--- src/design/icache_params.svh ---
`ifndef ICACHE_PARAMS_SVH
`define ICACHE_PARAMS_SVH

// cache geometry for the two-way instruction cache
// tag, index, offset and byte field add up to a 32-bit address

// tag bits above the set index
`define ICACHE_TAG_W 20

// set index width, 64 sets
`define ICACHE_INDEX_W 6

// word offset within a line
`define ICACHE_OFFSET_W 4

// derived counts, kept in step with the widths above
`define ICACHE_SETS 64
`define ICACHE_WORDS 16

// instruction word width
`define ICACHE_DATA_W 32

// refill burst, one beat per word of the line
`define ICACHE_BURST_LEN 16

`endif
--- src/design/axi_rd_pkg.sv ---
`include "icache_params.svh"

package axi_rd_pkg;

	// refill beat counter, wide enough for one burst
	typedef logic [$clog2(`ICACHE_BURST_LEN)-1:0] beat_t;

	// which read-channel handshake is open
	typedef enum logic [1:0]
	{
		// no bus traffic
		ph_none,
		// arvalid up, waiting for arready
		ph_address,
		// rready up, taking beats
		ph_data
	} rd_phase_t;

endpackage

--- src/design/icache_pkg.sv ---
`include "icache_params.svh"

package icache_pkg;

	// address fields
	typedef logic [`ICACHE_TAG_W-1:0] tag_t;
	typedef logic [`ICACHE_INDEX_W-1:0] index_t;
	typedef logic [`ICACHE_OFFSET_W-1:0] offset_t;

	// cpu address split, msb first
	typedef struct packed
	{
		tag_t tag;
		index_t index;
		offset_t offset;
		// byte within the word, ignored for fetch
		logic [1:0] byte_off;
	} cpu_addr_t;

	// one instruction word
	typedef logic [`ICACHE_DATA_W-1:0] word_t;

	// controller states
	typedef enum logic [2:0]
	{
		st_idle,
		st_bus_request,
		st_addr_phase,
		st_data_phase,
		st_settle
	} ctrl_state_t;

endpackage

--- src/design/line_fill_if.sv ---
`timescale 1ns/10ps
`include "icache_params.svh"

// refill write bundle, controller to both ways
interface line_fill_if;

	// one-cycle write strobe per beat
	logic we;
	// target way
	logic way;
	logic [`ICACHE_INDEX_W-1:0] index;
	logic [`ICACHE_OFFSET_W-1:0] offset;
	logic [`ICACHE_TAG_W-1:0] tag;
	logic [`ICACHE_DATA_W-1:0] data;
	// beat completes the line, sets valid
	logic last;

	// driven by the controller
	modport source
	(
		output we, way, index, offset, tag, data, last
	);

	// read by each way
	modport sink
	(
		input we, way, index, offset, tag, data, last
	);

endinterface

--- src/design/icache_ctrl.sv ---
`timescale 1ns/10ps
`include "icache_params.svh"

module icache_ctrl
	import icache_pkg::*;
	import axi_rd_pkg::*;
(
	input logic clk,
	input logic rst_n,
	// cpu fetch side
	input logic cpu_re,
	input cpu_addr_t req_addr,
	// way lookup results
	input logic hit0,
	input logic hit1,
	input word_t way0_rdata,
	input word_t way1_rdata,
	output word_t cpu_rdata,
	output logic cpu_stall,
	// refill writes into the ways
	line_fill_if.source fill,
	// bus arbitration
	output logic bus_req,
	input logic bus_grnt,
	// read address channel
	output logic [31:0] araddr,
	output logic arvalid,
	input logic arready,
	// read data channel
	input word_t rdata,
	input logic rvalid,
	output logic rready
);

	ctrl_state_t state;
	ctrl_state_t next_state;

	// open bus handshake, decoded from state
	rd_phase_t rd_phase;

	// line base of the miss
	cpu_addr_t line_addr;

	// way being refilled
	logic victim;

	// next offset to fill
	beat_t beat;

	// per-set lru, names the victim way
	logic [`ICACHE_SETS-1:0] lru;

	// way that hit on the last accepted read
	logic hit_way_q;

	logic any_hit;
	logic miss;
	logic accept;
	logic beat_xfer;
	logic last_beat;

	assign any_hit = hit0 || hit1;

	// stall on any non-idle state or a lookup miss
	assign cpu_stall = (state != st_idle) || (cpu_re && !any_hit);
	assign accept = cpu_re && !cpu_stall;
	assign miss = (state == st_idle) && cpu_re && !any_hit;

	// beats arrive in order, counter ends the burst
	assign beat_xfer = (rd_phase == ph_data) && rvalid;
	assign last_beat = (beat == beat_t'(`ICACHE_BURST_LEN - 1));

	// handshake phase per state
	always_comb
	begin
		case (state)
			st_addr_phase: rd_phase = ph_address;
			st_data_phase: rd_phase = ph_data;
			default: rd_phase = ph_none;
		endcase
	end

	// request held from bus_request through the last beat
	assign bus_req = (state == st_bus_request) || (rd_phase != ph_none);
	assign arvalid = (rd_phase == ph_address);
	assign rready = (rd_phase == ph_data);
	// stable while arvalid waits
	assign araddr = line_addr;

	// refill write straight from the beat
	assign fill.we = beat_xfer;
	assign fill.way = victim;
	assign fill.index = line_addr.index;
	assign fill.offset = beat;
	assign fill.tag = line_addr.tag;
	assign fill.data = rdata;
	assign fill.last = last_beat;

	// pick the word of the way that hit
	assign cpu_rdata = hit_way_q ? way1_rdata : way0_rdata;

	// next state
	always_comb
	begin
		next_state = state;
		case (state)
			st_idle:
			begin
				if (miss)
					next_state = st_bus_request;
			end
			st_bus_request:
			begin
				// wait for the arbiter
				if (bus_grnt)
					next_state = st_addr_phase;
			end
			st_addr_phase:
			begin
				if (arready)
					next_state = st_data_phase;
			end
			st_data_phase:
			begin
				if (beat_xfer && last_beat)
					next_state = st_settle;
			end
			// one cycle so the new line is visible to lookup
			st_settle: next_state = st_idle;
			default: next_state = st_idle;
		endcase
	end

	// control state
	always_ff @(posedge clk)
	begin
		if (!rst_n)
		begin
			state <= st_idle;
			beat <= '0;
			lru <= '0;
			hit_way_q <= 1'b0;
		end
		else
		begin
			state <= next_state;
			if (miss)
				beat <= '0;
			else if (beat_xfer)
				beat <= beat + 1'b1;
			// hit in way 0 points lru at way 1, and the reverse
			if (accept)
			begin
				lru[req_addr.index] <= hit0;
				hit_way_q <= hit1;
			end
			// finished fill points lru away from the victim
			if (beat_xfer && last_beat)
				lru[line_addr.index] <= ~victim;
		end
	end

	// miss capture
	always_ff @(posedge clk)
	begin
		if (miss)
		begin
			// line base, offset and byte zero
			line_addr <= '{tag: req_addr.tag, index: req_addr.index, offset: '0, byte_off: '0};
			victim <= lru[req_addr.index];
		end
	end

endmodule

--- src/flat_wrapper.sv ---
// flat-port wrapper written by rule: the top's interface ports become plain ports
module icache_ctrl_flat import icache_pkg::*; import axi_rd_pkg::*;
  (clk, rst_n, cpu_re, req_addr, hit0, hit1, way0_rdata, way1_rdata, cpu_rdata, cpu_stall, bus_req, bus_grnt, araddr, arvalid, arready, rdata, rvalid, rready, fill_we, fill_way, fill_index, fill_offset, fill_tag, fill_data, fill_last);
  line_fill_if fill_i ();
  input logic clk;
  input logic rst_n;
  input logic cpu_re;
  input cpu_addr_t req_addr;
  input logic hit0;
  input logic hit1;
  input word_t way0_rdata;
  input word_t way1_rdata;
  output word_t cpu_rdata;
  output logic cpu_stall;
  output logic bus_req;
  input logic bus_grnt;
  output logic [31:0] araddr;
  output logic arvalid;
  input logic arready;
  input word_t rdata;
  input logic rvalid;
  output logic rready;
  output wire logic [$bits(fill_i.we)-1:0] fill_we;
  output wire logic [$bits(fill_i.way)-1:0] fill_way;
  output wire logic [$bits(fill_i.index)-1:0] fill_index;
  output wire logic [$bits(fill_i.offset)-1:0] fill_offset;
  output wire logic [$bits(fill_i.tag)-1:0] fill_tag;
  output wire logic [$bits(fill_i.data)-1:0] fill_data;
  output wire logic [$bits(fill_i.last)-1:0] fill_last;
  assign fill_we = fill_i.we;
  assign fill_way = fill_i.way;
  assign fill_index = fill_i.index;
  assign fill_offset = fill_i.offset;
  assign fill_tag = fill_i.tag;
  assign fill_data = fill_i.data;
  assign fill_last = fill_i.last;
  icache_ctrl u_core (.clk(clk), .rst_n(rst_n), .cpu_re(cpu_re), .req_addr(req_addr), .hit0(hit0), .hit1(hit1), .way0_rdata(way0_rdata), .way1_rdata(way1_rdata), .cpu_rdata(cpu_rdata), .cpu_stall(cpu_stall), .fill(fill_i), .bus_req(bus_req), .bus_grnt(bus_grnt), .araddr(araddr), .arvalid(arvalid), .arready(arready), .rdata(rdata), .rvalid(rvalid), .rready(rready));
endmodule
--- config.mk ---
export PLATFORM = sky130hd
export DESIGN_NAME = icache_ctrl_flat
export DESIGN_NICKNAME = d
export VERILOG_FILES = /design/src/design/axi_rd_pkg.sv /design/src/design/icache_pkg.sv /design/src/design/line_fill_if.sv /design/src/design/icache_ctrl.sv /design/src/flat_wrapper.sv
export VERILOG_INCLUDE_DIRS = /design/src /design/src/design
export SDC_FILE = /design/constraint.sdc
export NUM_CORES = 1
export LEC_CHECK = 0
export ABC_CLOCK_PERIOD_IN_PS = 4800
export CAP_MARGIN = 0
export CELL_PAD_IN_SITES_DETAIL_PLACEMENT = 0
export CELL_PAD_IN_SITES_GLOBAL_PLACEMENT = 1
export CORE_MARGIN = 2
export CORE_UTILIZATION = 34
export DETAILED_ROUTE_END_ITERATION = 12
export DONT_BUFFER_PORTS = 1
export GPL_ROUTABILITY_DRIVEN = 0
export PLACE_DENSITY = 0.66
export SLEW_MARGIN = 20
export SYNTH_ARGS = -nofsm -noshare
export SYNTH_HDL_FRONTEND = slang
export SYNTH_SLANG_ARGS = --single-unit
--- constraint.sdc ---
create_clock -name clk -period 4.8 [get_ports clk]
set_input_delay 0.48 -clock clk [delete_from_list [all_inputs] [get_ports clk]]
set_output_delay 0.48 -clock clk [all_outputs]
set_load 0.02 [all_outputs]
* After elaboration in Yosys (flattened, before gate mapping)
Cells that the tools add are included.
Cells by class: bitwise operators 2, order comparisons 4, reduce and logical (&&, ||, !) cells 18, equality and inequality tests 10, multiplexer cells 18, $add $sub $neg 1
Operators by type and width (number):
- 2-to-1 mux 64 bit | 3
- bitwise mux 64 bit | 2
- 2-to-1 mux 32 bit | 1
- < comparator 6 x 7 -> 1 bit, second input constant | 2
- demux 1 bit (select 6 bit) | 2
- >= comparator 6 x 1 -> 1 bit, second input constant | 2
- 2-to-1 mux 3 bit | 4
- case mux 3 bit (4 select lines) | 1
- logical AND 1 bit | 8
- binary-select mux 1 bit (select 6 bit) | 1
- == test 3 x 2 -> 1 bit, second input constant | 2
- adder 4 x 1 -> 4 bit, second input constant | 1
- == test 4 bit, second input constant | 1
- != test 2 x 1 -> 1 bit, second input constant | 2
- != test 2 bit, second input constant | 2
- case mux 2 bit (2 select lines) | 1
- AND reduction 4 bit | 1
- == test 3 x 1 -> 1 bit, second input constant | 1
- logical NOT 3 bit | 1
- logical OR 1 bit | 3
- 2-to-1 mux 1 bit | 3
- nonzero test 3 bit | 1
- == test 2 x 1 -> 1 bit, second input constant | 1
- == test 2 bit, second input constant | 1
- other kinds (4) | 6
Word-level totals: flip-flop bits (word level) 99, word-level logic and storage cells 60, bits of input ports 136, output and inout bits 133

* Longest topological paths before layout
depth in word-level cells 10, gate-level depth with buffers 8, mapped depth without buffers 6

* Worst setup path before layout
OpenSTA, ideal clock, no wires.
path type input to register, from in cpu_re, to reg u_core.line_addr (netlist bit u_core.fill.index[0]), enable pin, stages on the path 3, path slack 2.150 ns, setup time 0.411 ns, data arrival time 2.239 ns, required time 4.389 ns, buffers on the path 1, path through or4b_1 -> buf_4 -> nor2_1
Between the ends: word-level cells in the longest chain between the ends 2
RTL lines:
- start: declaration | line flat_wrapper.sv:7 | input logic cpu_re;
- logical AND 1 bit (2 in series) | line icache_ctrl.sv:67 | assign miss = (state == st_idle) && cpu_re && !any_hit;
- named net u_core.miss | line icache_ctrl.sv:57 | logic miss;
- end signal: assignment | line icache_ctrl.sv:169 | line_addr <= '{tag: req_addr.tag, index: req_addr.index, offset: '0, byte_off: '0};
- end: declaration | line icache_ctrl.sv:42 | cpu_addr_t line_addr;
The timed path passes the listed nets, and every way through them passes these cells. A chain may end at the register's enable or synchronous reset.

* Final worst setup path
from reg u_core.state[0], to reg u_core.lru[44]
Between the ends: word-level cells in the longest chain between the ends 8, elaborated cells on any way between the ends 14, those cells by class eq/ne (3); mux (5); reduce/logical (6)
RTL lines:
- start: declaration | line icache_ctrl.sv:35 | ctrl_state_t state;
- start signal: assignment | line icache_ctrl.sv:139 | state <= st_idle;
- start signal: assignment | line icache_ctrl.sv:146 | state <= next_state;
- nonzero test 3 bit | line icache_ctrl.sv:65 | assign cpu_stall = (state != st_idle) || (cpu_re && !any_hit);
- logical OR 1 bit | line icache_ctrl.sv:65
- logical NOT 1 bit | line icache_ctrl.sv:66 | assign accept = cpu_re && !cpu_stall;
- logical AND 1 bit | line icache_ctrl.sv:66
- 2-to-1 mux 64 bit | line icache_ctrl.sv:152 | if (accept)
- 2-to-1 mux 64 bit | line icache_ctrl.sv:137 | if (!rst_n)
- bitwise mux 64 bit | line icache_ctrl.sv:159 | lru[line_addr.index] <= ~victim;
- 2-to-1 mux 64 bit (*) | line icache_ctrl.sv:158 | if (beat_xfer && last_beat)
- end signal: indexed assignment | line icache_ctrl.sv:154 | lru[req_addr.index] <= hit0;
- end signal: indexed assignment | line icache_ctrl.sv:159
- end: declaration | line icache_ctrl.sv:51 | logic [`ICACHE_SETS-1:0] lru;
Every way passes the cells marked *; elsewhere a longest branch is shown, timed or not. The select of a mux whose other input is x is not followed.

==> metrics <==
Final min period 2.63 ns; All-Layer GR Usage 0.202; area grow syn2layout 0.363%; vias 5709; Post-DRT Antenna Nets 0; Clock Sinks 99; final setup TNS 0 ns; status finished clean; iteration-0 DRC count of the detailed router 548; total clock buffers created by CTS 9; H-tree Lvls 3; Total Wirelength 21100 µm; WS Path Type reg -> reg; core area 18800 µm²; Seq cells post-synth a little under 100; Mapped Area 6540 µm²; Worst Path Arrival 2.87 ns; HPWL Detailed 14300 µm; FFs w/ async S/R, synth 0; Max-slew headroom 0.253; die footprint roughly 20000 µm²; top cell type's share of synthesized area 0.220; Initial Util 0.349; total of max-cap violations 0; Finish-stage setup viols 0; final worst-path cycle share 0.548; drt drc 0; largest net degree at the start of global routing 67; largest area contributor in the netlist dfxtp_1; slowest stage delay, CP 0.82 ns; Detailed Routing Iterations Pass 1 6; nets 824; Ports 269; Post-synth EDFFs 27; Finished Layout Cells approximately 930; Rows 50; Mapped Cells between 700 and 800; CTS Root Cell clkbuf_16; Die W approximately 140 µm; Synth Flop Type dfxtp_1; synth warn 0; Worst-Skew Late Latency roughly 0.35 ns; CP max FO 12; skew final 0.00624 ns; syn_area_per_cell 8.25 µm²; Post-CTS Setup Bufs 0; Power Density ~330 nW/µm²; GRT Residual Overflow 0; Clock Tree Buf Depth 2; maximum VDD drop approximately 0.10 mV; Routed WL per cell around 23 µm; Slew Viols, Final 0; most frequent cells in the layout nand2_1, nand3_1, dfxtp_1; Critical-path top delay cell or4_1; placed cells just over 900; setup ws final 2.17 ns; Tightest Pin Transition 1.11 ns; Worst setup EP type register; Reg clk slew, reported paths 0.07 ns; fraction of layout cells with a size suffix above 1 0.149; worst-path cell chain or4b_1 -> or4_1 -> nor2_2 -> mux2i_1 -> a21oi_1; post-synthesis sequential area ratio 0.344; Lkg Pwr 2.06 nW; I/O Buffers 0; initial antenna violation count 0; CTS Hold Bufs 0; antenna cells 0; CTS tree done; hold crit path type in -> reg; RSZ-0062 raised after global routing no; Required @ worst endpoint ~5 ns; Fmax 0.380 GHz; top cells by area, synth dfxtp_1, edfxtp_1, buf_4; CP Launch Type register; Synth cell types between 50 and 60; first-pass GRT wire length 31500 µm; Vias/cell 6.17; Die H 143 µm; Core Util, Final 0.350; Hold Violations, Final 0; vias in the first global route 5275; most common cell after layout, fill and taps aside nand2_1; pre-CTS setup slack roughly 2.2 ns; Gates resized, CTS repair 0
[area by class of cell]
cell class	instances	area, µm²
fill	1898	12200
multi-input combinational	559	3570
sequential	99	2250
tap	234	293
clock buffer	10	229
clock inverter	6	104
timing repair buffer	12	90.1
inverter	6	22.5
[state kept, by name, indices dropped and copies added (netlist names)]
register            count
u_core.lru             64
u_core.fill.tag        20
u_core.fill.index       6
u_core.fill.offset      4
u_core.state            3
u_core.fill.way         1
u_core.hit_way_q        1
[worst max-delay path: cells and delay by family, from the launching register on]
| family | cells | cell delay, ns |
|---|---|---|
| multiplexers | 1 | 0.20 |
| AND/OR/NAND/NOR | 3 | 1.81 |
| AO/OA/AOI/OAI | 1 | 0.08 |
| flip-flops | 1 | 0.42 |
[cell families after synthesis]
group,synth area share
AO/OA/AOI/OAI,0.160
XOR/XNOR,0.00536
adder cells (fa/ha/maj),0.00191
buffers and inverters,0.120
flip-flops,0.344
multiplexers,0.118
other,0.000573
AND/OR/NAND/NOR,0.250
[power breakdown]
| part | total, mW | internal [mW] | switching [mW] |
|---|---|---|---|
| clock | 0.828 | 0.506 | 0.323 |
| sequential | 0.978 | 0.892 | 0.0865 |
| combinational | 0.385 | 0.120 | 0.266 |
[synthesized netlist by cell type, types with 15 or more instances]
cell type and n:
nand2_1 126, nand3_1 87, dfxtp_1 72, buf_4 66, clkbuf_1 52, mux2_2 42, a31oi_1 32, nor2_1 29
edfxtp_1 27, a21oi_1 24, o21ai_0 24, mux2i_1 21, and3_1 16, a211oi_1 15
[routing by layer]
metal  GRT usage  up-vias  wire length, µm
li1            -     2579                -
met1       0.258     2778             8800
met2       0.340      311            10300
met3      0.0355       41             1650
met4      0.0761        0              410
met5           0        -                0
[per-stage QoR]
step	hold slack [ns]	power [mW]	cell area, µm²
global placement	0.473	1.37	6210
global route	0.208	2.27	6570
CTS	0.211	2.20	6540
finish	0.221	2.19	6570
floorplan	0.460	1.39	6560
detailed placement	0.484	1.38	6210
[final timing paths]
path,start,cells past startpoint,slack [ns],to
setup reg to reg,u_core.state[0],5,2.17,u_core.lru[44]
hold reg to reg,u_core.lru[56],2,0.49,u_core.lru[56]
hold / removal,req_addr[7],0,0.22,u_core.fill.index[1]
setup / recovery,u_core.state[0],5,2.17,u_core.lru[44]
No activity file was read; power rests on OpenSTA's default activity.
